### src/include/l1c_settings.svh
`ifndef L1C_SETTINGS_SVH
`define L1C_SETTINGS_SVH

// address and core word
`define L1C_ADDR_W 32
`define L1C_WORD_W 32

// cache geometry, 64 lines of 16 bytes
`define L1C_LINES 64
`define L1C_IDX_W 6
`define L1C_TAG_W 22
`define L1C_BLK_WORDS 4
`define L1C_BLK_W 128

// requests the memory side can hold at once
`define L1C_MEM_CREDITS 2

`endif

### src/verilog/l1c_pkg.sv
`include "l1c_settings.svh"

package l1c_pkg;

    localparam int WOFF_W = $clog2(`L1C_BLK_WORDS);
    localparam int BOFF_W = $clog2(`L1C_WORD_W / 8);

    // tag | index | word in block | byte in word
    typedef struct packed {
        logic [`L1C_TAG_W-1:0] tag;
        logic [`L1C_IDX_W-1:0] idx;
        logic [WOFF_W-1:0]     word;
        logic [BOFF_W-1:0]     boff;
    } addr_fields_t;

    typedef union packed {
        logic [`L1C_ADDR_W-1:0] flat;
        addr_fields_t           f;
    } cache_addr_u;

    typedef struct packed {
        logic                     wr;
        cache_addr_u              addr;
        logic [`L1C_WORD_W-1:0]   wdata;
        logic [`L1C_WORD_W/8-1:0] strb;
    } core_req_t;

    // reads are always a four beat block burst
    typedef struct packed {
        logic                     wr;
        logic [`L1C_ADDR_W-1:0]   addr;
        logic [`L1C_WORD_W-1:0]   wdata;
        logic [`L1C_WORD_W/8-1:0] strb;
    } mem_req_t;

    typedef struct packed {
        logic [`L1C_WORD_W-1:0] data;
        logic                   last;
    } mem_rsp_t;

    typedef enum logic [2:0] {
        ST_IDLE,
        ST_CMP,
        ST_REQ,
        ST_REFILL,
        ST_STORE
    } ctrl_state_e;

endpackage

### src/verilog/cache_ctrl.sv
`include "l1c_settings.svh"

module cache_ctrl (
    input  logic                    clk,
    input  logic                    rstn,
    input  logic                    core_valid,
    input  l1c_pkg::core_req_t      core_req,
    output logic                    core_busy,
    output logic                    core_ack,
    output logic [`L1C_WORD_W-1:0]  core_rdata,
    output logic                    tag_en,
    output logic                    tag_we,
    input  logic [`L1C_TAG_W-1:0]   tag_rd,
    input  logic                    valid_rd,
    output logic                    data_en,
    output logic                    data_we,
    output logic [`L1C_BLK_W/8-1:0] data_strb,
    output logic [`L1C_BLK_W-1:0]   data_wr,
    input  logic [`L1C_BLK_W-1:0]   data_rd,
    output logic [`L1C_IDX_W-1:0]   line_idx,
    output logic [`L1C_TAG_W-1:0]   fill_tag,
    output logic                    fill_valid,
    output logic                    refill_active,
    input  logic                    refill_guard,
    output logic                    mem_issue,
    output l1c_pkg::mem_req_t       mem_issue_req,
    input  logic                    mem_sent,
    input  logic                    mem_rsp_valid,
    input  l1c_pkg::mem_rsp_t       mem_rsp
);

    import l1c_pkg::*;

    localparam int WBYTES = `L1C_WORD_W / 8;

    ctrl_state_e            state;
    ctrl_state_e            state_nx;
    core_req_t              req_q;
    logic                   accept;
    logic                   hit;
    logic                   fill_beat;
    logic                   fill_last;
    logic [WOFF_W-1:0]      beat;
    logic                   ack_q;
    logic                   issue_q;
    logic [`L1C_WORD_W-1:0] rdata_q;
    logic [`L1C_WORD_W-1:0] hit_word;

    // a store is answered as soon as its write leaves
    assign core_ack   = ack_q || (state == ST_STORE && mem_sent);
    assign core_busy  = (state != ST_IDLE) && !core_ack;
    assign core_rdata = rdata_q;
    assign accept     = core_valid && !core_busy;

    assign hit       = valid_rd && (tag_rd == req_q.addr.f.tag);
    assign hit_word  = data_rd[req_q.addr.f.word * `L1C_WORD_W +: `L1C_WORD_W];
    assign fill_beat = (state == ST_REFILL) && mem_rsp_valid;
    assign fill_last = fill_beat && mem_rsp.last;

    assign line_idx      = accept ? core_req.addr.f.idx : req_q.addr.f.idx;
    assign fill_tag      = req_q.addr.f.tag;
    assign fill_valid    = !refill_guard;
    assign refill_active = !req_q.wr &&
                           (state == ST_CMP || state == ST_REQ || state == ST_REFILL);
    assign mem_issue     = issue_q;

    always_comb begin
        state_nx = state;
        case (state)
            ST_IDLE: begin
                if (accept)
                    state_nx = ST_CMP;
            end
            ST_CMP: begin
                if (req_q.wr)
                    state_nx = ST_STORE;
                else if (hit)
                    state_nx = ST_IDLE;
                else
                    state_nx = ST_REQ;
            end
            ST_REQ: begin
                if (mem_sent)
                    state_nx = ST_REFILL;
            end
            ST_REFILL: begin
                if (fill_last)
                    state_nx = ST_IDLE;
            end
            ST_STORE: begin
                // next request may be taken in the ack cycle
                if (mem_sent)
                    state_nx = accept ? ST_CMP : ST_IDLE;
            end
            default: state_nx = ST_IDLE;
        endcase
    end

    always_comb begin
        tag_en    = accept;
        tag_we    = 1'b0;
        data_en   = accept;
        data_we   = 1'b0;
        data_strb = '0;
        data_wr   = {`L1C_BLK_WORDS{req_q.wdata}};
        if (fill_beat) begin
            data_en   = 1'b1;
            data_we   = 1'b1;
            data_strb = {{(`L1C_BLK_W/8 - WBYTES){1'b0}}, {WBYTES{1'b1}}} << (beat * WBYTES);
            data_wr   = {`L1C_BLK_WORDS{mem_rsp.data}};
            tag_en    = fill_last;
            tag_we    = fill_last;
        end else if (state == ST_CMP && req_q.wr && hit) begin
            // store hit merges into the cached copy
            data_en   = 1'b1;
            data_we   = 1'b1;
            data_strb = {{(`L1C_BLK_W/8 - WBYTES){1'b0}}, req_q.strb}
                        << (req_q.addr.f.word * WBYTES);
        end
    end

    always_comb begin
        mem_issue_req       = '0;
        mem_issue_req.wr    = req_q.wr;
        mem_issue_req.wdata = req_q.wdata;
        mem_issue_req.strb  = req_q.strb;
        if (req_q.wr)
            mem_issue_req.addr = {req_q.addr.flat[`L1C_ADDR_W-1:BOFF_W], {BOFF_W{1'b0}}};
        else
            mem_issue_req.addr = {req_q.addr.f.tag, req_q.addr.f.idx,
                                  {(WOFF_W + BOFF_W){1'b0}}};
    end

    always_ff @(posedge clk or negedge rstn) begin
        if (!rstn) begin
            state   <= ST_IDLE;
            ack_q   <= 1'b0;
            issue_q <= 1'b0;
            beat    <= '0;
        end else begin
            state   <= state_nx;
            ack_q   <= (state == ST_CMP && !req_q.wr && hit) || fill_last;
            issue_q <= (state == ST_CMP) && (req_q.wr || !hit);
            if (state == ST_REQ)
                beat <= '0;
            else if (fill_beat)
                beat <= beat + 1'b1;
        end
    end

    always_ff @(posedge clk) begin
        if (accept)
            req_q <= core_req;
        if (state == ST_CMP && !req_q.wr && hit)
            rdata_q <= hit_word;
        else if (fill_beat && beat == req_q.addr.f.word)
            rdata_q <= mem_rsp.data;
    end

endmodule

### config.mk
export PLATFORM = sky130hd
export DESIGN_NAME = cache_ctrl
export DESIGN_NICKNAME = d
export VERILOG_FILES = /design/src/verilog/l1c_pkg.sv /design/src/verilog/cache_ctrl.sv
export VERILOG_INCLUDE_DIRS = /design/src /design/src/include
export SDC_FILE = /design/constraint.sdc
export NUM_CORES = 1
export LEC_CHECK = 0
export BUFFER_PORTS_ARGS = -buffer_cell sky130_fd_sc_hd__buf_4
export CELL_PAD_IN_SITES_DETAIL_PLACEMENT = 0
export CELL_PAD_IN_SITES_GLOBAL_PLACEMENT = 2
export CORE_AREA = 2 2 211 213
export DETAILED_ROUTE_END_ITERATION = 10
export DIE_AREA = 0 0 213 215
export GPL_ROUTABILITY_DRIVEN = 0
export PLACE_DENSITY = 0.71
export SYNTH_ARGS = -nofsm -noshare
export SYNTH_HDL_FRONTEND = slang
export SYNTH_SLANG_ARGS = --single-unit
### constraint.sdc
create_clock -name clk -period 5.2 [get_ports clk]
set_clock_uncertainty 0.05 [all_clocks]
set_input_delay 0.52 -clock clk [delete_from_list [all_inputs] [get_ports clk]]
set_output_delay 0.52 -clock clk [all_outputs]
set_load 0.01 [all_outputs]
==> out/results.ini <==
[clock_network]
cts_root_buf=clkbuf_16
cts_tree=yes
post-cts-setup-buffer-count=0
maximum_buffer_depth_of_the_clock_tree=2
post_cts_resize_count=0
insertion_delay_ns=0.38
clkTransAtPathRegs_ns=0.09
cts-htree-levels=3
cts_buffers=9
post_cts_hold_buffer_count=1
numClockSinks=106

[logic_synthesis]
synthAdderAreaFrac_pct=0.709
syn-cell-area_um2=7060
synth-seq-area-share_pct=44.6
synthFlopType=edfxtp_1
ys_top_cells_by_area=edfxtp_1 (42%), buf_4 (20%), mux4_2 (10%)
yosys.area_share.xor_xnor_pct=2.98
area_leader_netlist=edfxtp_1
synth_enable_flop_cells=99
synth.lib_cells_used.distinct=34
synth_top_family_by_area=buffers and inverters
syn_area_per_cell_um2=11.7
synth.ff_latch_count=106
yosysWarnings=0
async_flop_share_pct=6.60
post_synth_mux_area_share_pct=17.9
synth_cells=605
post_synthesis_simple_gate_area_fraction_pct=9.48
synth-compound-area-share_pct=2.46
synth.top_cell.area_share_pct=42.1

[critical_path]
worst_setup_path_end_kind=primary output
cp.required_ns=4.63
setup.worst_path.class=reg2out
timing.critical_path.fanout_max=18
endpoint=data_strb[1]
cp_data_arrival_time_ns=3.19
worst_setup_path_startpoint=fill_tag[6]$_DFFE_PN_
reg2reg_from=fill_tag[6]$_DFFE_PN_
reg2reg_to=core_rdata[7]$_DFFE_PP_
reg2regPathDepth=6
start_kind=flip-flop
r2r_slack_ns=1.95

[global_route]
grt_pass1_vias=5794
grt_antenna_before_repair=2
gr-total-overflow=0
grt_start_max_net_pins=41
grt.total_usage_pct=12.0
grt_first_pass_wirelength_um=39100

[pwr]
internal-power_mw=2.44
leakage_nw=4.83
worst_ir_drop_vdd_v=0.000156
pwr-share-comb_pct=50.0
netSwitchingPower_mw=1.52
power_per_cell_area_nw_per_um2=371
netSwitchingFraction_pct=38.4
power_frac_clock_pct=18.0
seq_power_share_pct=32.0

[placed_design]
io_buffer_count=536
place_ws_ns=1.70
post-dp-hpwl_um=22600

[routing]
drt_pass1_iterations=4
first_iter_violations=233
drt_wl_total_um=28700
ant_nets=0
remaining_drc_errors=0
via_per_inst=3.64
vias=5638
route.detailed.wl_per_inst_um=18.5

[final_layout]
synthToLayoutAreaGrowth_pct=51.4
layout_common_cells=buf_4 (543), nand2_1 (105), edfxtp_1 (99), mux4_2 (32), mux2_4 (28)
drive_gt1_share_pct=66.7
finalNetCount=1214
mostFrequentLayoutCell=buf_4
fillers=4690
core_utilization_of_the_finished_layout_pct=24.5

[worst_hold_path]
kind_of_path_behind_the_tightest_hold_check=in2reg

[die]
floorplan.die.height_um=215
die_w_um=213
fp-row-count=77
coreArea_um2=43600
start_util_pct=16.2
design.die.area_um2=45800
io_pins=541

[timing]
tns_ns=0
worst_pin_slew_ns=1.11
finalWorstSetupSlack_ns=1.44
rsz0062_at_grt=false
timing.max_slew.rel_slack_pct=26.2
hold_slack_final_ns=0.256
timing.final.max_slew_violations=0
report.final.hold_viol_count=0
fin_crit_ns=3.76
final.period_utilization_pct=72.2
achievable-frequency_mhz=266
setup-violations-final=0

[job]
cap_violations=0

[run_status]
outcome=complete, no violations

-- state kept, by name, indices dropped and copies added (netlist names) --
signal         count
ack_q              1
mem_issue_req     37
core_rdata        32
mem_issue          1
fill_tag          22
state              3
beat               2
req_q              8
-- power by group through the flow --
| stage | logic [mW] | registers (mW) | clock network, mW |
|---|---|---|---|
| after floorplan | 1.34 | 1.24 | 0 |
| after global placement | 2.02 | 1.29 | 0 |
| after detailed placement | 2.02 | 1.29 | 0 |
| after CTS | 2.03 | 1.27 | 0.760 |
| after global routing | 2.14 | 1.30 | 0.776 |
| final | 1.98 | 1.27 | 0.713 |
-- synthesized netlist by cell type (3+ instances only) --
master / instances
a21oi_1: 3
xnor2_1: 19
mux4_2: 32
dfrtp_1: 7
nor2_1: 6
o21ai_0: 22
nand4_1: 10
buf_6: 3
nand2_1: 105
ha_1: 4
xor2_1: 5
mux2_4: 28
buf_2: 7
clkbuf_1: 13
edfxtp_1: 99
nor2b_1: 4
nand3_1: 15
inv_1: 7
mux2_2: 11
buf_4: 185
and2_1: 3
-- stage by stage --
step / instances / cell area [um2] / total power [mW]
after floorplan: 606 / 7060 / 2.58
after global placement: 1531 / 10400 / 3.31
after detailed placement: 1531 / 10400 / 3.31
after CTS: 1548 / 10700 / 4.06
after global routing: 1548 / 10700 / 4.21
final: 1550 / 10700 / 3.97
-- worst max-delay path, cell delays in order (launching register included) --
cell and delay (ns):
edfxtp_1 0.43, xnor2_1 0.23, nand4_1 0.15, nor4_2 0.56, nand4_1 0.76, o21ai_0 0.48
buf_4 0.19
-- per-layer routing --
metal  part of all wire, %  GRT usage [%]
met2                    51           21.7
met5                 0.045              0
met1                    40           13.8
met4                   1.3           3.26
met3                   7.4           3.17
-- cell families after synthesis --
kind of cell             count (synthesis)
buffers and inverters                  217
AND/OR/NAND/NOR                        151
flip-flops                             106
multiplexers                            71
AO/OA/AOI/OAI                           31
XOR/XNOR                                24
adder cells (fa/ha/maj)                  4
other                                    1
-- how the worst min path moves through the flow --
stage                       startpoint                endpoint  slack (ns)  cells after the start
after floorplan                   rstn         ack_q$_DFF_PN0_        0.17                      0
after global placement            rstn         ack_q$_DFF_PN0_        0.29                      1
after detailed placement          rstn         ack_q$_DFF_PN0_        0.30                      1
after CTS                 core_req[49]   fill_tag[3]$_DFFE_PN_        0.21                      1
after global routing      core_req[64]  fill_tag[18]$_DFFE_PN_        0.22                      1
final                     core_req[49]   fill_tag[3]$_DFFE_PN_        0.26                      1
-- final cells by class --
cell class              instances  area [um2]  area share [%]
repair buffers                544        4090            38.2
flip-flops and latches        106        3150            29.5
multi-input cells             283        2400            22.4
well taps                     592         741            6.93
clock buffers                   9         225            2.11
clock inverters                 7        58.8           0.550
inverters                       7        27.5           0.258
diodes                          2        5.00          0.0468
No activity file was read; power rests on OpenSTA's default activity.
