[config.mk]
export PLATFORM = sky130hd
export DESIGN_NAME = snoop_filter
export DESIGN_NICKNAME = d
export VERILOG_FILES = /design/src/verilog/l1c_pkg.sv /design/src/verilog/snoop_filter.sv
export VERILOG_INCLUDE_DIRS = /design/src /design/src/include
export SDC_FILE = /design/constraint.sdc
export NUM_CORES = 1
export LEC_CHECK = 0
export BUFFER_PORTS_ARGS = -buffer_cell sky130_fd_sc_hd__buf_4
export CAP_MARGIN = 40
export CORE_ASPECT_RATIO = 1.2
export CORE_MARGIN = 2
export CORE_UTILIZATION = 24
export CTS_BUF_LIST = sky130_fd_sc_hd__clkbuf_8 sky130_fd_sc_hd__clkbuf_16
export CTS_CLUSTER_SIZE = 25
export DETAILED_ROUTE_END_ITERATION = 8
export PLACE_DENSITY = 0.35
export REMOVE_ABC_BUFFERS = 1
export SYNTH_ARGS = -nofsm -noshare
export SYNTH_HDL_FRONTEND = slang
export SYNTH_SLANG_ARGS = --single-unit
[constraint.sdc]
create_clock -name clk -period 2.2 [get_ports clk]
set_input_delay 0.33 -clock clk [delete_from_list [all_inputs] [get_ports clk]]
set_output_delay 0.33 -clock clk [all_outputs]
set_load 0.01 [all_outputs]
[src/include/l1c_settings.svh]
`ifndef L1C_SETTINGS_SVH
`define L1C_SETTINGS_SVH

// address and core word
`define L1C_ADDR_W 32
`define L1C_WORD_W 32

// cache geometry, 64 lines of 16 bytes
`define L1C_LINES 64
`define L1C_IDX_W 6
`define L1C_TAG_W 22
`define L1C_BLK_WORDS 4
`define L1C_BLK_W 128

// requests the memory side can hold at once
`define L1C_MEM_CREDITS 2

`endif

[src/verilog/l1c_pkg.sv]
`include "l1c_settings.svh"

package l1c_pkg;

    localparam int WOFF_W = $clog2(`L1C_BLK_WORDS);
    localparam int BOFF_W = $clog2(`L1C_WORD_W / 8);

    // tag | index | word in block | byte in word
    typedef struct packed {
        logic [`L1C_TAG_W-1:0] tag;
        logic [`L1C_IDX_W-1:0] idx;
        logic [WOFF_W-1:0]     word;
        logic [BOFF_W-1:0]     boff;
    } addr_fields_t;

    typedef union packed {
        logic [`L1C_ADDR_W-1:0] flat;
        addr_fields_t           f;
    } cache_addr_u;

    typedef struct packed {
        logic                     wr;
        cache_addr_u              addr;
        logic [`L1C_WORD_W-1:0]   wdata;
        logic [`L1C_WORD_W/8-1:0] strb;
    } core_req_t;

    // reads are always a four beat block burst
    typedef struct packed {
        logic                     wr;
        logic [`L1C_ADDR_W-1:0]   addr;
        logic [`L1C_WORD_W-1:0]   wdata;
        logic [`L1C_WORD_W/8-1:0] strb;
    } mem_req_t;

    typedef struct packed {
        logic [`L1C_WORD_W-1:0] data;
        logic                   last;
    } mem_rsp_t;

    typedef enum logic [2:0] {
        ST_IDLE,
        ST_CMP,
        ST_REQ,
        ST_REFILL,
        ST_STORE
    } ctrl_state_e;

endpackage

[src/verilog/snoop_filter.sv]
`include "l1c_settings.svh"

module snoop_filter (
    input  logic                  clk,
    input  logic                  rstn,
    input  logic                  snp_valid,
    input  l1c_pkg::cache_addr_u  snp_addr,
    output logic                  snp_ready,
    input  logic                  tag_we,
    input  logic [`L1C_IDX_W-1:0] line_idx,
    input  logic [`L1C_TAG_W-1:0] fill_tag,
    input  logic                  refill_active,
    input  l1c_pkg::cache_addr_u  refill_addr,
    output logic                  snp_clear,
    output logic [`L1C_IDX_W-1:0] snp_idx,
    output logic                  refill_guard
);

    import l1c_pkg::*;

    logic [`L1C_TAG_W-1:0] dup_tags [`L1C_LINES];
    logic [`L1C_TAG_W-1:0] dup_rd;
    logic                  snp_take;
    logic                  s1_valid;
    cache_addr_u           s1_addr;
    logic                  same_blk;

    // the duplicate port is busy while a refill writes its tag
    assign snp_ready = !tag_we;
    assign snp_take  = snp_valid && snp_ready;
    assign same_blk  = {snp_addr.f.tag, snp_addr.f.idx} ==
                       {refill_addr.f.tag, refill_addr.f.idx};

    always_ff @(posedge clk) begin
        if (tag_we)
            dup_tags[line_idx] <= fill_tag;
        else if (snp_take)
            dup_rd <= dup_tags[snp_addr.f.idx];
        if (snp_take)
            s1_addr <= snp_addr;
    end

    always_ff @(posedge clk or negedge rstn) begin
        if (!rstn)
            s1_valid <= 1'b0;
        else
            s1_valid <= snp_take;
    end

    assign snp_clear = s1_valid && (dup_rd == s1_addr.f.tag);
    assign snp_idx   = s1_addr.f.idx;

    // a refill hit by a snoop must not come back valid
    always_ff @(posedge clk or negedge rstn) begin
        if (!rstn)
            refill_guard <= 1'b0;
        else if (!refill_active)
            refill_guard <= 1'b0;
        else if (snp_take && same_blk)
            refill_guard <= 1'b1;
    end

endmodule

==> flow_summary.html <==
<table>
<tr><th>Metric</th><th>Value</th></tr>
<tr><th colspan="2">Critical path</th></tr>
<tr><td>Type of the setup path with the least slack</td><td>reg2out</td></tr>
<tr><td>Kind of end point of the critical path</td><td>primary output</td></tr>
<tr><td>Crit path cell chain</td><td>xor2_2, nor4_2, nand4_1, nor3_2, buf_4</td></tr>
<tr><td>Worst path arrival time</td><td>2300 ps</td></tr>
<tr><td>Critical-path cell with the highest stage delay</td><td>sky130_fd_sc_hd__edfxtp_1</td></tr>
<tr><td>Crit start category</td><td>flip-flop</td></tr>
<tr><td>CP peak stage delay</td><td>560 ps</td></tr>
<tr><td>Largest fanout of any net on the critical path</td><td>1</td></tr>
<tr><td>WP data required</td><td>around 1900 ps</td></tr>
<tr><th colspan="2">Timing</th></tr>
<tr><td>Post-Route Skew</td><td>~46 ps</td></tr>
<tr><td>Slew of the pin with the lowest slew margin</td><td>826 ps</td></tr>
<tr><td>Slew Viols, Final</td><td>0</td></tr>
<tr><td>Max frequency</td><td>between 0.3 and 0.4 GHz</td></tr>
<tr><td>Final period utilization</td><td>1.19</td></tr>
<tr><td>Final count of hold timing violations</td><td>0</td></tr>
<tr><td>Post-route worst hold slack</td><td>56.1 ps</td></tr>
<tr><td>Relative slew slack</td><td>0.450</td></tr>
<tr><td>RSZ-0062 raised after global routing</td><td>yes</td></tr>
<tr><td>Final min period</td><td>approximately 2600 ps</td></tr>
<tr><td>Crit path setup slack, layout</td><td>-426 ps</td></tr>
<tr><td>Fin Setup TNS</td><td>-426 ps</td></tr>
<tr><td>Number of endpoints failing setup at the final stage</td><td>1</td></tr>
<tr><th colspan="2">Clocking</th></tr>
<tr><td>Number of setup buffers added after CTS</td><td>0</td></tr>
<tr><td>TritonCTS Buffers</td><td>160</td></tr>
<tr><td>Buffer depth of the longest clock path</td><td>3</td></tr>
<tr><td>Clock tree from TritonCTS</td><td>built</td></tr>
<tr><td>Clock tree root driver cell</td><td>sky130_fd_sc_hd__clkbuf_16</td></tr>
<tr><td>Later-pin clock latency in the skew report</td><td>800 ps</td></tr>
<tr><td>H-tree levels</td><td>4</td></tr>
<tr><td>Clock transition at path regs</td><td>60 ps</td></tr>
<tr><td>Number of clock sinks seen by CTS</td><td>around 1500</td></tr>
<tr><th colspan="2">Placement</th></tr>
<tr><td>Worst slack at placement</td><td>-923 ps</td></tr>
<tr><td>Instance count after placement with tap cells included</td><td>6150</td></tr>
<tr><td>Detailed Place HPWL</td><td>~120000 um</td></tr>
<tr><td>Final weighted congestion of routability-driven global placement</td><td>0.772</td></tr>
<tr><td>Dpl cell area</td><td>roughly 66000 um^2</td></tr>
<tr><td>Number of port buffers</td><td>97</td></tr>
<tr><th colspan="2">Yosys</th></tr>
<tr><td>Number of warnings printed during yosys synthesis</td><td>0</td></tr>
<tr><td>Post-synthesis register bit count</td><td>~1500</td></tr>
<tr><td>Area contributors post-synth</td><td>sky130_fd_sc_hd__edfxtp_1, sky130_fd_sc_hd__mux4_2, sky130_fd_sc_hd__mux2_2, sky130_fd_sc_hd__mux2i_1, sky130_fd_sc_hd__o22ai_1</td></tr>
<tr><td>Synth Instances</td><td>2649</td></tr>
<tr><td>Share of the synthesized area in the top cell type</td><td>0.772</td></tr>
<tr><td>Synthesized area</td><td>56700 um^2</td></tr>
<tr><td>Post-synthesis async set-or-reset flop share</td><td>0.00137</td></tr>
<tr><td>Top_reg_cell synth</td><td>sky130_fd_sc_hd__edfxtp_1</td></tr>
<tr><td>Most numerous cell in the Yosys netlist</td><td>sky130_fd_sc_hd__edfxtp_1</td></tr>
<tr><td>Netlist cell types</td><td>36</td></tr>
<tr><td>Avg Inst Size Synth</td><td>21.4 um^2</td></tr>
<tr><td>Post-synth EDFFs</td><td>1458</td></tr>
<tr><td>Cell types with the highest counts after synthesis</td><td>sky130_fd_sc_hd__edfxtp_1, sky130_fd_sc_hd__mux4_2, sky130_fd_sc_hd__mux2_2</td></tr>
<tr><td>Biggest area consumer among synthesized cells</td><td>sky130_fd_sc_hd__edfxtp_1</td></tr>
<tr><td>Sequential cell area fraction in the yosys report</td><td>0.772</td></tr>
<tr><th colspan="2">Floorplanning</th></tr>
<tr><td>Die W</td><td>448 um</td></tr>
<tr><td>Row Count</td><td>between 150 and 200</td></tr>
<tr><td>DIE HEIGHT</td><td>537 um</td></tr>
<tr><td>Placeable core region</td><td>around 240000 um^2</td></tr>
<tr><td>Initial Util</td><td>0.241</td></tr>
<tr><td>Top-level I/O count</td><td>106</td></tr>
<tr><td>Die area</td><td>about 240000 um^2</td></tr>
<tr><th colspan="2">Global routing</th></tr>
<tr><td>Total overflow reported by the global router</td><td>0</td></tr>
<tr><td>Maximum number of pins on one net before global-route repair</td><td>65</td></tr>
<tr><td>Total global-route track usage</td><td>0.153</td></tr>
<tr><td>Via count of the first global-routing pass</td><td>roughly 31000</td></tr>
<tr><td>Wire length of the first global-routing pass</td><td>between 200000 and 300000 um</td></tr>
<tr><td>Number of antenna violations at the first check in global routing</td><td>14</td></tr>
<tr><th colspan="2">Finish</th></tr>
<tr><td>Share of layout cells above drive strength 1</td><td>0.382</td></tr>
<tr><td>Non-Filler Instances</td><td>roughly 6500</td></tr>
<tr><td>Total number of nets in the final design</td><td>between 3000 and 4000</td></tr>
<tr><td>Count of fill cells added during filler insertion</td><td>22836</td></tr>
<tr><td>Layout Cell Area excl Fill</td><td>71500 um^2</td></tr>
<tr><td>Final Core Density</td><td>0.304</td></tr>
<tr><td>Area Overhead vs Synth</td><td>25.9%</td></tr>
<tr><th colspan="2">Route</th></tr>
<tr><td>Via density per instance</td><td>4.40</td></tr>
<tr><td>Routed wire length per instance</td><td>28.4 um</td></tr>
<tr><td>Wirelength, routed</td><td>between 150000 and 200000 um</td></tr>
<tr><td>Number of nets with antenna violations after detailed routing</td><td>0</td></tr>
<tr><td>Number of vias in the routed layout</td><td>28544</td></tr>
<tr><td>DR iter-0 viols</td><td>2123</td></tr>
<tr><td>Detailed-routing iteration count for the pre-antenna-repair pass</td><td>7</td></tr>
<tr><td>Final routed DRC violation total</td><td>0</td></tr>
<tr><th colspan="2">Power and ir drop</th></tr>
<tr><td>Worst ir drop on vdd</td><td>753 uV</td></tr>
<tr><td>Overall Power</td><td>61.7 mW</td></tr>
<tr><td>Leak Pwr</td><td>22.8 nW</td></tr>
<tr><td>Total power density per cell area</td><td>864 nW/um^2</td></tr>
<tr><th colspan="2">Run</th></tr>
<tr><td>Max_cap viols</td><td>0</td></tr>
<tr><th colspan="2">Outcome</th></tr>
<tr><td>Run status</td><td>finished, violations left</td></tr>
<tr><td>Violated checks</td><td>negative setup slack</td></tr>
<tr><th colspan="2">Min path</th></tr>
<tr><td>Hold/Removal Path Class</td><td>in2reg</td></tr>
</table>
==> per-layer routing <==
metal	global-route usage	routed length [um]	part of all wire
met1	0.188	76200	0.41
met2	0.279	97500	0.53
met3	0.0236	6870	0.037
met4	0.0369	3760	0.020
met5	0	13	0.000071
==> flip-flops by register name (all words and copies together) (netlist names) <==
name          flops
refill_guard      1
s1_addr          28
s1_valid          1
dup_rd           22
dup_tags       1408
==> where the power goes <==
group | switching, mW | internal (mW)
logic | 2.34 | 1.74
clock network | 11.2 | 15.5
registers | 0.0928 | 30.9
total | 13.6 | 48.1
==> critical path, delay by kind of cell, from the launching register on <==
family / cells / cell delay [ps]
flip-flops: 1 / 560
AND/OR/NAND/NOR: 3 / 520
XOR/XNOR: 1 / 260
buffers and inverters: 1 / 150
==> kinds of logic (layout without fill, tap and decap cells) <==
family          count (synthesis)  in the layout  share of synthesized area
flops                        1460           1460                      0.772
mux                           534            534                      0.160
simple gates                  253            253                     0.0228
compound gates                195            195                     0.0225
buf+inv                       157            843                     0.0149
xor+xnor                       50             50                    0.00772
other cells                     0              6                          0
==> cell usage in the layout, fill, tap and decap left out, drive strengths merged, types with 2 or more instances in the layout <==
cell and n:
edfxtp 1458, buf 502, mux4 279, mux2 175, clkbuf 165, mux2i 80
nor3 74, nor2 71, o22ai 70, clkinv 70, nor2b 56, a211oi 54
dlygate4sd3 47, inv 42, o21ai 37, xor2 34, bufinv 17, xnor2 16
a21oi 16, a221o 13, nor4 12, nand3 8, nand2 7, nand4 7
nand2b 7, diode 6, nand3b 5, or2 2, o2111ai 2, o31ai 2
dfrtp 2
==> final timing paths <==
check / startpoint / end / slack [ps] / depth (start not counted)
max: s1_addr[14] / snp_clear / -430 / 5
min: fill_tag[21] / dup_tags[40][21] / 60 / 1
max reg2reg: dup_tags[15][16] / dup_rd[16] / 60 / 6
min reg2reg: refill_guard / refill_guard / 1050 / 2
max in group asynchronous: rstn / refill_guard / 1680 / 3
min in group asynchronous: rstn / s1_valid / 400 / 3
==> cell type report <==
type / instances / area [um^2] / share of cell area
antenna: 6 / 15.0 / 0.000210
clock buffer: 165 / 4100 / 0.0573
clock inverter: 125 / 1140 / 0.0160
inverter: 4 / 15.0 / 0.000210
multi-input combinational: 1032 / 12400 / 0.173
sequential: 1460 / 43800 / 0.613
tap: 3152 / 3940 / 0.0552
timing repair buffer: 549 / 6020 / 0.0842
==> what timing repair did <==
item,in CTS,in global routing
hold buffers,47,0
endpoints found under the setup margin,14,6
hold endpoints to repair,416,0
gates resized for setup,19,9
pin swaps,4,2
No activity file was read; power rests on OpenSTA's default activity.
