## config.mk

```make
export PLATFORM = sky130hd
export DESIGN_NAME = mem_port
export DESIGN_NICKNAME = d
export VERILOG_FILES = /design/src/verilog/l1c_pkg.sv /design/src/verilog/mem_port.sv
export VERILOG_INCLUDE_DIRS = /design/src /design/src/include
export SDC_FILE = /design/constraint.sdc
export NUM_CORES = 1
export LEC_CHECK = 0
export BUFFER_PORTS_ARGS = -buffer_cell sky130_fd_sc_hd__buf_4
export CAP_MARGIN = 20
export CORE_ASPECT_RATIO = 1.2
export CORE_MARGIN = 1
export CORE_UTILIZATION = 48
export DETAILED_ROUTE_END_ITERATION = 16
export PLACE_DENSITY_LB_ADDON = 0.05
export SYNTH_ARGS = -nofsm -noshare
export SYNTH_HDL_FRONTEND = slang
export SYNTH_SLANG_ARGS = --single-unit
export TNS_END_PERCENT = 10
```

## constraint.sdc

```tcl
create_clock -name clk -period 2.1 [get_ports clk]
set_clock_uncertainty 0.1 [all_clocks]
set_input_delay 0.21 -clock clk [delete_from_list [all_inputs] [get_ports clk]]
set_output_delay 0.21 -clock clk [all_outputs]
set_load 0.03 [all_outputs]
```

## src/include/l1c_settings.svh

```systemverilog
`ifndef L1C_SETTINGS_SVH
`define L1C_SETTINGS_SVH

// address and core word
`define L1C_ADDR_W 32
`define L1C_WORD_W 32

// cache geometry, 64 lines of 16 bytes
`define L1C_LINES 64
`define L1C_IDX_W 6
`define L1C_TAG_W 22
`define L1C_BLK_WORDS 4
`define L1C_BLK_W 128

// requests the memory side can hold at once
`define L1C_MEM_CREDITS 2

`endif

```

## src/verilog/l1c_pkg.sv

```systemverilog
`include "l1c_settings.svh"

package l1c_pkg;

    localparam int WOFF_W = $clog2(`L1C_BLK_WORDS);
    localparam int BOFF_W = $clog2(`L1C_WORD_W / 8);

    // tag | index | word in block | byte in word
    typedef struct packed {
        logic [`L1C_TAG_W-1:0] tag;
        logic [`L1C_IDX_W-1:0] idx;
        logic [WOFF_W-1:0]     word;
        logic [BOFF_W-1:0]     boff;
    } addr_fields_t;

    typedef union packed {
        logic [`L1C_ADDR_W-1:0] flat;
        addr_fields_t           f;
    } cache_addr_u;

    typedef struct packed {
        logic                     wr;
        cache_addr_u              addr;
        logic [`L1C_WORD_W-1:0]   wdata;
        logic [`L1C_WORD_W/8-1:0] strb;
    } core_req_t;

    // reads are always a four beat block burst
    typedef struct packed {
        logic                     wr;
        logic [`L1C_ADDR_W-1:0]   addr;
        logic [`L1C_WORD_W-1:0]   wdata;
        logic [`L1C_WORD_W/8-1:0] strb;
    } mem_req_t;

    typedef struct packed {
        logic [`L1C_WORD_W-1:0] data;
        logic                   last;
    } mem_rsp_t;

    typedef enum logic [2:0] {
        ST_IDLE,
        ST_CMP,
        ST_REQ,
        ST_REFILL,
        ST_STORE
    } ctrl_state_e;

endpackage

```

## src/verilog/mem_port.sv

```systemverilog
`include "l1c_settings.svh"

module mem_port (
    input  logic              clk,
    input  logic              rstn,
    input  logic              mem_issue,
    input  l1c_pkg::mem_req_t mem_issue_req,
    input  logic              mem_credit,
    output logic              mem_sent,
    output logic              mem_req_valid,
    output l1c_pkg::mem_req_t mem_req
);

    import l1c_pkg::*;

    localparam int CNT_W = $clog2(`L1C_MEM_CREDITS + 1);

    logic [CNT_W-1:0] credits;
    logic             has_credit;
    logic             pend_q;
    mem_req_t         pend_req;

    assign has_credit    = (credits != '0);
    assign mem_req_valid = (mem_issue || pend_q) && has_credit;
    assign mem_req       = pend_q ? pend_req : mem_issue_req;
    assign mem_sent      = mem_req_valid;

    // request waits here until a credit comes back
    always_ff @(posedge clk or negedge rstn) begin
        if (!rstn)
            pend_q <= 1'b0;
        else if (mem_issue && !has_credit)
            pend_q <= 1'b1;
        else if (mem_sent)
            pend_q <= 1'b0;
    end

    always_ff @(posedge clk) begin
        if (mem_issue)
            pend_req <= mem_issue_req;
    end

    always_ff @(posedge clk or negedge rstn) begin
        if (!rstn)
            credits <= CNT_W'(`L1C_MEM_CREDITS);
        else if (mem_sent && !mem_credit)
            credits <= credits - CNT_W'(1);
        else if (!mem_sent && mem_credit)
            credits <= credits + CNT_W'(1);
    end

endmodule

```

==> results of run 1 <==
[synth_stat cells]
cell       n
buf_4      1
nor3_1     1
dfstp_2    1
dfrtp_1    2
nor2_1     4
inv_1      1
mux2_4    69
xor2_1     1
ha_1       1
buf_6      1
xnor2_1    2
buf_12     7
edfxtp_1  69
[power groups by stage]
stage | combinational (mW) | clock (mW) | sequential (mW)
floorplan | 1.87 | 0 | 1.80
global placement | 2.35 | 0 | 1.87
detailed placement | 2.36 | 0 | 1.88
CTS | 2.46 | 1.07 | 1.85
global route | 2.64 | 1.13 | 1.82
finish | 2.52 | 1.04 | 1.80
[worst max-delay path by stage]
| stage | end | slack [ps] | cells after the start |
|---|---|---|---|
| finish | mem_req[35] | 230 | 3 |
| global route | mem_req[47] | 170 | 3 |
| CTS | mem_req[46] | 20 | 3 |
| detailed placement | mem_req[46] | 380 | 3 |
| global placement | mem_req[65] | 400 | 3 |
| floorplan | credits[1] | 110 | 7 |
[stage by stage]
stage | instance area [um^2] | hold slack [ps]
finish | 5380 | 100
global route | 5380 | 81.8
CTS | 5370 | 90.3
detailed placement | 4480 | -97.3
global placement | 4480 | -101
floorplan | 3410 | -186
[cell type report]
cell class	count	area [um^2]	area share (%)
clock buffers	10	128	2.37
inverters	1	3.75	0.0697
repair buffers	218	1840	34.1
multi-input cells	78	1090	20.3
well taps	87	109	2.02
flip-flops and latches	72	2150	40.0
clock inverters	6	60.1	1.12
[worst reg2reg max path, delay by kind of cell, from the launching register on]
family	cells	cell delay, ps
flip-flops	1	520
AND/OR/NAND/NOR	3	360
adder cells (fa/ha/maj)	1	320
XOR/XNOR	1	160
buffers and inverters	1	150
[cells by family (layout without fill, tap and decap cells)]
group,after synthesis,in the layout
muxes,69,69
buffers and inverters,10,235
adders and majority gates,1,1
xor gates and xnor gates,3,3
and+or+nand+nor,5,5
DFF,72,72
[what timing repair did]
action                     4_1_cts  5_1_grt
hold buffers                    70        0
hold endpoints to repair        72        0
setup endpoints to repair        0       46
setup buffers                    0        2
[flip-flops by register name (all words and copies together) (netlist names)]
name and cells:
pend_q 1, credits 2, pend_req 69
[metal layers]
layer / track usage, % / part of all wire, %
met4: 8.64 / 2.1
met1: 23.2 / 41
met5: 0 / 0
met3: 4.47 / 5.6
met2: 34.4 / 52
==> impl_metrics.json, run 1 <==
{
  "fin_cells": 472,
  "critPathCaptureType": "output pin",
  "seq_area_frac_synth_pct": 63.1,
  "grt_usage_pct": 19.7,
  "final.setup.worst_slack_ps": 227,
  "synth_xor_area_share_pct": 0.771,
  "io_pins": 144,
  "syn_area_per_cell_um2": 21.3,
  "rows": 33,
  "cts_tree": "yes",
  "r2r_setup_slack_ps": 430,
  "synth_seq_cells": 72,
  "p_sw_mw": 1.84,
  "synth_simple_gate_area_share_pct": 0.588,
  "cellPowerDensity_nw_per_um2": 997,
  "r2r_start": "pend_q",
  "grt_max_degree": 48,
  "place.gp.congestion": 0.717,
  "fin_tns_setup_ps": 0,
  "fin_crit_sh_pct": 89.2,
  "internal_power_mw": 3.53,
  "port_buffers": 143,
  "root_buffer": "clkbuf_8",
  "synthAdderAreaFrac_pct": 0.367,
  "required_ps": 1790,
  "synth_fp_nets": 234,
  "htreeDepth": 3,
  "grt_pass1_vias": 2333,
  "vias": 2229,
  "die_h_um": 94.3,
  "synth_compound_area_share_pct": 0,
  "routed_wl_um": 7160,
  "coreArea_um2": 6850,
  "synth_top_family_by_area": "multiplexers",
  "rr_endpoint": "credits[1]",
  "syn2layout_area_growth_pct": 58.1,
  "ys_types": 13,
  "drtPass1Iterations": 4,
  "start_kind": "flop",
  "status": "complete, no violations",
  "layout-drive-gt1-share_pct": 60.8,
  "vias_per_cell": 4.72,
  "netlist.area_leader.share_pct": 60.8,
  "ctsResizeCount": 0,
  "grt_pass1_wl_um": 11000,
  "cp-startpoint": "pend_q",
  "diodes": 0,
  "relSlewSlack_pct": 61.6,
  "cts_buffers": 9,
  "drt-initial-drc-count": 92,
  "ant_nets": 0,
  "syn-cell-area_um2": 3410,
  "die_x_um": 78.9,
  "clockPowerShare_pct": 19.4,
  "path_cells": "buf_4 -> mux2_4 -> buf_4",
  "detailed_place_hpwl_um": 4420,
  "slowest_stage": "dfrtp_4",
  "max_cap_viol_count": 0,
  "hold_viol": 0,
  "setup_viol": 0,
  "synthTopCellsByArea": "edfxtp_1 (61%), mux2_4 (30%), buf_12 (4.1%)",
  "clk_pin_slew_worst_paths_ps": 70,
  "synth_top_cell_by_area": "edfxtp_1",
  "start_util_pct": 49.7,
  "tightestPinTransition_ps": 576,
  "crit_buf_inv": 2,
  "fmax_mhz": 534,
  "p_comb_share_pct": 47.0,
  "layout_commonest_cell": "buf_4",
  "finish.utilization_pct": 78.6,
  "max_stage_delay_ps": 520,
  "ys_warn_count": 0,
  "pre_cts_ws_ps": 385,
  "cp_max_fo": 12,
  "power_mw": 5.37,
  "crit_top_cell": "buf_4",
  "dpl.cell_count": 384,
  "hp-class": "in -> async",
  "routedWlPerCell_um": 15.2,
  "fill_cells": 401,
  "ir_drop_mv": 0.973,
  "synth_mux_area_share_pct": 30.4,
  "drc_errors": 0,
  "worstPathArrival_ps": 1560,
  "synth_cells": 160,
  "antenna_found_initial": 0,
  "seqPwrFrac_pct": 33.6,
  "p_leak_nw": 2.34,
  "grt_setup_unrepaired": "false",
  "cts_sinks": 72,
  "die_area_um2": 7440,
  "swShare_pct": 34.3,
  "min_period_ps": 1870,
  "r2r_cells": 6,
  "clkLatencyLatePin_ps": 330,
  "path_class": "reg -> out",
  "nets": 454,
  "grt-ovfl-total": 0,
  "clock_path_buffers": 2,
  "critical-path-top-delay-family": "flip-flops",
  "slew_viol_final": 0,
  "mostFrequentLayoutCells": "buf_4 (146), dlygate4sd3_1 (70), mux2_4 (69), edfxtp_1 (69), clkbuf_8 (9)"
}
(Power assumes the default switching activity.)
==> run 2: changes to the inputs <==
Settings changed: CAP_MARGIN 20 to 15, REMOVE_ABC_BUFFERS set to 1.
Clock period 2.1 ns to 1.8 ns, I/O delays scaled along.
==> run 2 against run 1 <==
- the run now ends with negative setup slack left
- core utilization rose by 1.5 points
- critical path type unchanged
- setup slack got worse by 300 ps
- highest routed layer unchanged
- critical path depth unchanged
- critical endpoint is now mem_req[38]
- wire length rose by 5.6%
- power rose by 19%
- via count up 1.1%
==> impl_metrics.json, run 2 (synthesized netlist as in run 1, its figures left out) <==
{
  "setup_viol": 68,
  "coreArea_um2": 6850,
  "grt_pass1_vias": 2339,
  "relSlewSlack_pct": 75.2,
  "tightestPinTransition_ps": 372,
  "violations": "negative setup slack",
  "mostFrequentLayoutCells": "buf_4 (116), dlygate4sd3_1 (70), mux2_4 (69), edfxtp_1 (69), buf_6 (28)",
  "die_h_um": 94.3,
  "grt_setup_unrepaired": "true",
  "grt_usage_pct": 20.9,
  "die_area_um2": 7440,
  "drt-met1-wl_um": 3010,
  "grt_max_degree": 70,
  "start_kind": "flop",
  "fill_cells": 404,
  "fin_crit_sh_pct": 104,
  "nets": 453,
  "worstPathArrival_ps": 1590,
  "root_buffer": "clkbuf_8",
  "critPathCaptureType": "output pin",
  "routedWlPerCell_um": 16.1,
  "layout-drive-gt1-share_pct": 59.9,
  "detailed_place_hpwl_um": 4600,
  "vias": 2253,
  "io_pins": 144,
  "cts_setup_buffers": 0,
  "wl_met2_um": 3860,
  "status": "finished, violations left",
  "final.setup.worst_slack_ps": -72.9,
  "required_ps": 1520,
  "grt-ovfl-total": 0,
  "wl_met3_um": 566,
  "path_class": "reg -> out",
  "hp-class": "in -> async",
  "vias_per_cell": 4.78,
  "clock_path_buffers": 2,
  "place.gp.congestion": 0.679,
  "cts_buffers": 9,
  "max_cap_viol_count": 0,
  "r2r_start": "credits[1]",
  "r2r_cells": 5,
  "layout_commonest_cell": "buf_4",
  "routed_wl_um": 7560,
  "largest_reg_flops": 69,
  "slew_viol_final": 0,
  "cts_sinks": 72,
  "p_leak_nw": 2.37,
  "min_period_ps": 1870,
  "cellPowerDensity_nw_per_um2": 1160,
  "syn2layout_area_growth_pct": 61.1,
  "rr_endpoint": "credits[1]",
  "cts_tree": "yes",
  "rows": 33,
  "clkLatencyLatePin_ps": 340,
  "holdWs_ps": 54.8,
  "hold_viol": 0,
  "ant_nets": 0,
  "diodes": 0,
  "drc_errors": 0,
  "finish.utilization_pct": 80.0,
  "clk_pin_slew_worst_paths_ps": 80,
  "regArea_um2": 2150,
  "drt-initial-drc-count": 106,
  "drtPass1Iterations": 4,
  "die_x_um": 78.9,
  "regMostFlops": "pend_req",
  "port_buffers": 143,
  "start_util_pct": 49.7,
  "dpl.cell_count": 385,
  "fin_cells": 471,
  "grt_pass1_wl_um": 11600,
  "r2r_setup_slack_ps": 250,
  "cp_max_fo": 33,
  "top_regs": "pend_req x69, credits x2, pend_q x1",
  "top_layer_used": "met4",
  "antenna_found_initial": 0,
  "htreeDepth": 3,
  "fmax_mhz": 534,
  "multi_input_area_um2": 1090,
  "ir_drop_mv": 1.07
}
==> run 2: cell types whose count changed in the layout (fill, tap and decap cells not counted) <==
cell        delta
clkinvlp_4     -2
clkinv_2       -1
buf_12         +1
buf_6         +28
clkinv_1       +2
clkbuf_1       +1
buf_4         -30
==> run 2: report_power, final <==
part,switching [mW],internal [mW]
combinational,1.52,1.54
sequential,0.0839,2.02
clock,0.576,0.628
==> run 2: routing by layer <==
layer / vias up / track usage, %
li1: 1056 / -
met3: 12 / 7.86
met2: 98 / 35.7
met5: - / 0
met1: 1087 / 24.3
met4: 0 / 6.36
==> run 2: through the flow <==
stage               TNS (ps)  power [mW]  setup slack (ps)  instance area (um^2)
global placement           0        4.94               305                  4500
global route           -6150        6.64              -128                  5490
floorplan            -117050        4.15             -2690                  3250
CTS                    -3060        6.41             -77.1                  5490
finish                 -2470        6.38             -72.9                  5490
detailed placement         0        4.96               274                  4500
==> run 2: repair_timing <==
item	4_1_cts	5_1_grt
gates resized for setup	28	0
endpoints found under the setup margin	69	69
hold buffers	70	0
hold endpoints to repair	72	0
==> run 2: how the worst max path moves through the flow <==
stage	startpoint	cells after the start	slack (ps)	to
finish	pend_q	3	-70	mem_req[38]
global route	pend_q	3	-130	mem_req[38]
CTS	pend_q	3	-80	mem_req[47]
detailed placement	credits[1]	5	270	credits[1]
global placement	pend_q	3	300	mem_req[47]
floorplan	pend_q	5	-2690	credits[1]
==> run 2: cell type report <==
type                            instances  share of cell area, %
Sequential cell                        72                   39.2
Tap cell                               87                   1.98
Timing Repair Buffer                  217                   35.5
Inverter                                1                 0.0684
Multi-Input combinational cell         78                   20.0
Clock inverter                          5                  0.867
Clock buffer                           11                   2.40
==> run 2: worst max-delay path, cell delays in order (launching register included) <==
cell and delay, ps:
dfrtp_4 470, buf_12 260, mux2_4 330, buf_4 170
==> run 3: changes to the inputs <==
Settings changed: BUFFER_PORTS_ARGS -buffer_cell sky130_fd_sc_hd__buf_4 to unset, CORE_UTILIZATION 48 to 53, DONT_BUFFER_PORTS set to 1.
==> run 3 against run 2 <==
- the flow finishes with violations (negative hold slack)
- fmax is 6.6% higher
- sequential power hardly changed
- die area is 9.2% lower
- critical path depth is 1 lower
- largest power group unchanged
- highest routed layer unchanged
==> impl_metrics.json, run 3 (synthesized netlist as in run 1, its figures left out) <==
{
  "min_period_ps": 1760,
  "routedWlPerCell_um": 19.5,
  "wl_met2_um": 3250,
  "grt_pass1_vias": 1928,
  "cts_buffers": 9,
  "port_buffers": 0,
  "syn2layout_area_growth_pct": 25.8,
  "violations": "negative hold slack",
  "p_sw_mw": 1.93,
  "path_cells": "buf_4 -> mux2_4",
  "drc_errors": 0,
  "fin_crit_sh_pct": 97.6,
  "vias_per_cell": 5.28,
  "cts_tree": "yes",
  "routed_wl_um": 6330,
  "r2r_start": "pend_q",
  "regArea_um2": 2150,
  "vias": 1710,
  "grt-ovfl-total": 0,
  "fin_cells": 324,
  "io_pins": 144,
  "top_layer_used": "met4",
  "fill_cells": 426,
  "die_h_um": 89.8,
  "cp_max_fo": 16,
  "place.gp.congestion": 0.700,
  "clk_pin_slew_worst_paths_ps": 60,
  "cts_sinks": 72,
  "p_leak_nw": 1.65,
  "grt_pass1_wl_um": 9740,
  "final.setup.worst_slack_ps": 42.6,
  "dpl.cell_count": 238,
  "required_ps": 1520,
  "max_cap_viol_count": 0,
  "pre_cts_ws_ps": 259,
  "critPathCaptureType": "output pin",
  "worstHoldPathCells": 0,
  "cts_setup_buffers": 0,
  "hold_buffers": 71,
  "top_regs": "pend_req x69, credits x2, pend_q x1",
  "ir_drop_mv": 0.752,
  "status": "finished, violations left",
  "start_util_pct": 55.6,
  "tightestPinTransition_ps": 289,
  "swShare_pct": 35.1,
  "multi_input_area_um2": 1090,
  "r2r_setup_slack_ps": 250,
  "start_kind": "flop",
  "clockPowerShare_pct": 21.2,
  "mostFrequentLayoutCells": "dlygate4sd3_1 (71), mux2_4 (69), edfxtp_1 (69)",
  "internal_power_mw": 3.57,
  "hold_viol": 69,
  "wl_met3_um": 578,
  "grt_max_degree": 71,
  "cellPowerDensity_nw_per_um2": 1280,
  "fmax_mhz": 569,
  "hp-class": "in -> reg",
  "htreeDepth": 3,
  "drtPass1Iterations": 4,
  "drt-initial-drc-count": 84,
  "seqPwrFrac_pct": 38.3,
  "path_class": "reg -> out",
  "holdWs_ps": -143,
  "setup_viol": 0,
  "coreArea_um2": 6130,
  "dpl_cell_area_um2": 3390,
  "relSlewSlack_pct": 80.7,
  "r2r_cells": 5,
  "regMostFlops": "pend_req",
  "grt_usage_pct": 20.0,
  "worstPathArrival_ps": 1480,
  "rr_endpoint": "credits[1]",
  "design_area_um2": 4290,
  "diodes": 0,
  "max_stage_delay_ps": 450,
  "clock_path_buffers": 2,
  "root_buffer": "clkbuf_8",
  "hold_end": "pend_req[60]",
  "ant_nets": 0,
  "largest_reg_flops": 69,
  "die_x_um": 75.2,
  "layout_commonest_cell": "dlygate4sd3_1",
  "antenna_found_initial": 0,
  "slew_viol_final": 0,
  "detailed_place_hpwl_um": 3840,
  "layout-drive-gt1-share_pct": 36.8,
  "die_area_um2": 6750,
  "slowest_stage": "dfrtp_4",
  "p_comb_share_pct": 40.5,
  "grt_setup_unrepaired": "true",
  "nets": 312,
  "hp-start": "mem_issue",
  "drt-met1-wl_um": 2380,
  "clkLatencyLatePin_ps": 330,
  "rows": 31
}
[run 3: cell count changes in the layout (fill, tap and decap cells not counted), sizes merged]
cell / delta
buf: -142
clkbuf: -1
dlygate4sd3: +1
[run 3: worst max-delay path, delay by kind of cell, from the launching register on]
| family | cells | cell delay, ps |
|---|---|---|
| muxes | 1 | 390 |
| buffers and inverters | 1 | 300 |
| DFF | 1 | 450 |
[run 3: cell type report]
class	instances	area share [%]
Multi-Input combinational cell	78	25.5
Inverter	1	0.0876
Clock inverter	5	1.14
Clock buffer	10	2.98
Timing Repair Buffer	76	17.6
Tap cell	82	2.39
Sequential cell	72	50.2
[run 3: worst max path at each step]
stage,end,cells past startpoint,slack [ps],start
floorplan,credits[1],5,-2690,pend_q
CTS,mem_req[37],2,10,pend_q
finish,mem_req[59],2,40,pend_q
global placement,mem_req[40],2,380,pend_q
detailed placement,credits[1],5,260,pend_q
global route,mem_req[59],2,-20,pend_q
[run 3: metal layers]
layer  global-route usage [%]  vias to the layer above
met5                        0                        -
met4                     8.02                        0
met3                     8.30                       14
met2                     33.5                       95
met1                     21.9                      830
li1                         -                      771
[run 3: power by group through the flow]
stage	combinational, mW	sequential [mW]	clock [mW]
6_report	2.23	2.10	1.16
5_1_grt	2.33	2.12	1.25
4_1_cts	2.23	2.11	1.18
3_5_place_dp	2.09	2.14	0
3_3_place_gp	2.07	2.13	0
2_1_floorplan	1.82	2.33	0
[run 3: timing repair]
action | 4_1_cts | 5_1_grt
setup endpoints to repair | 20 | 44
gates resized for setup | 1 | 1
endpoints found under the hold margin | 141 | 69
cloned | 0 | 0
[run 3: through the flow]
| stage | TNS [ps] | hold slack (ps) | util (%) | total power [mW] |
|---|---|---|---|---|
| finish | 0 | -143 | 69.9 | 5.50 |
| global route | -338 | -172 | 69.9 | 5.70 |
| CTS | 0 | -156 | 69.9 | 5.51 |
| floorplan | -117050 | -216 | - | 4.15 |
| detailed placement | 0 | -215 | 55.3 | 4.23 |
| global placement | 0 | -215 | 55.3 | 4.20 |
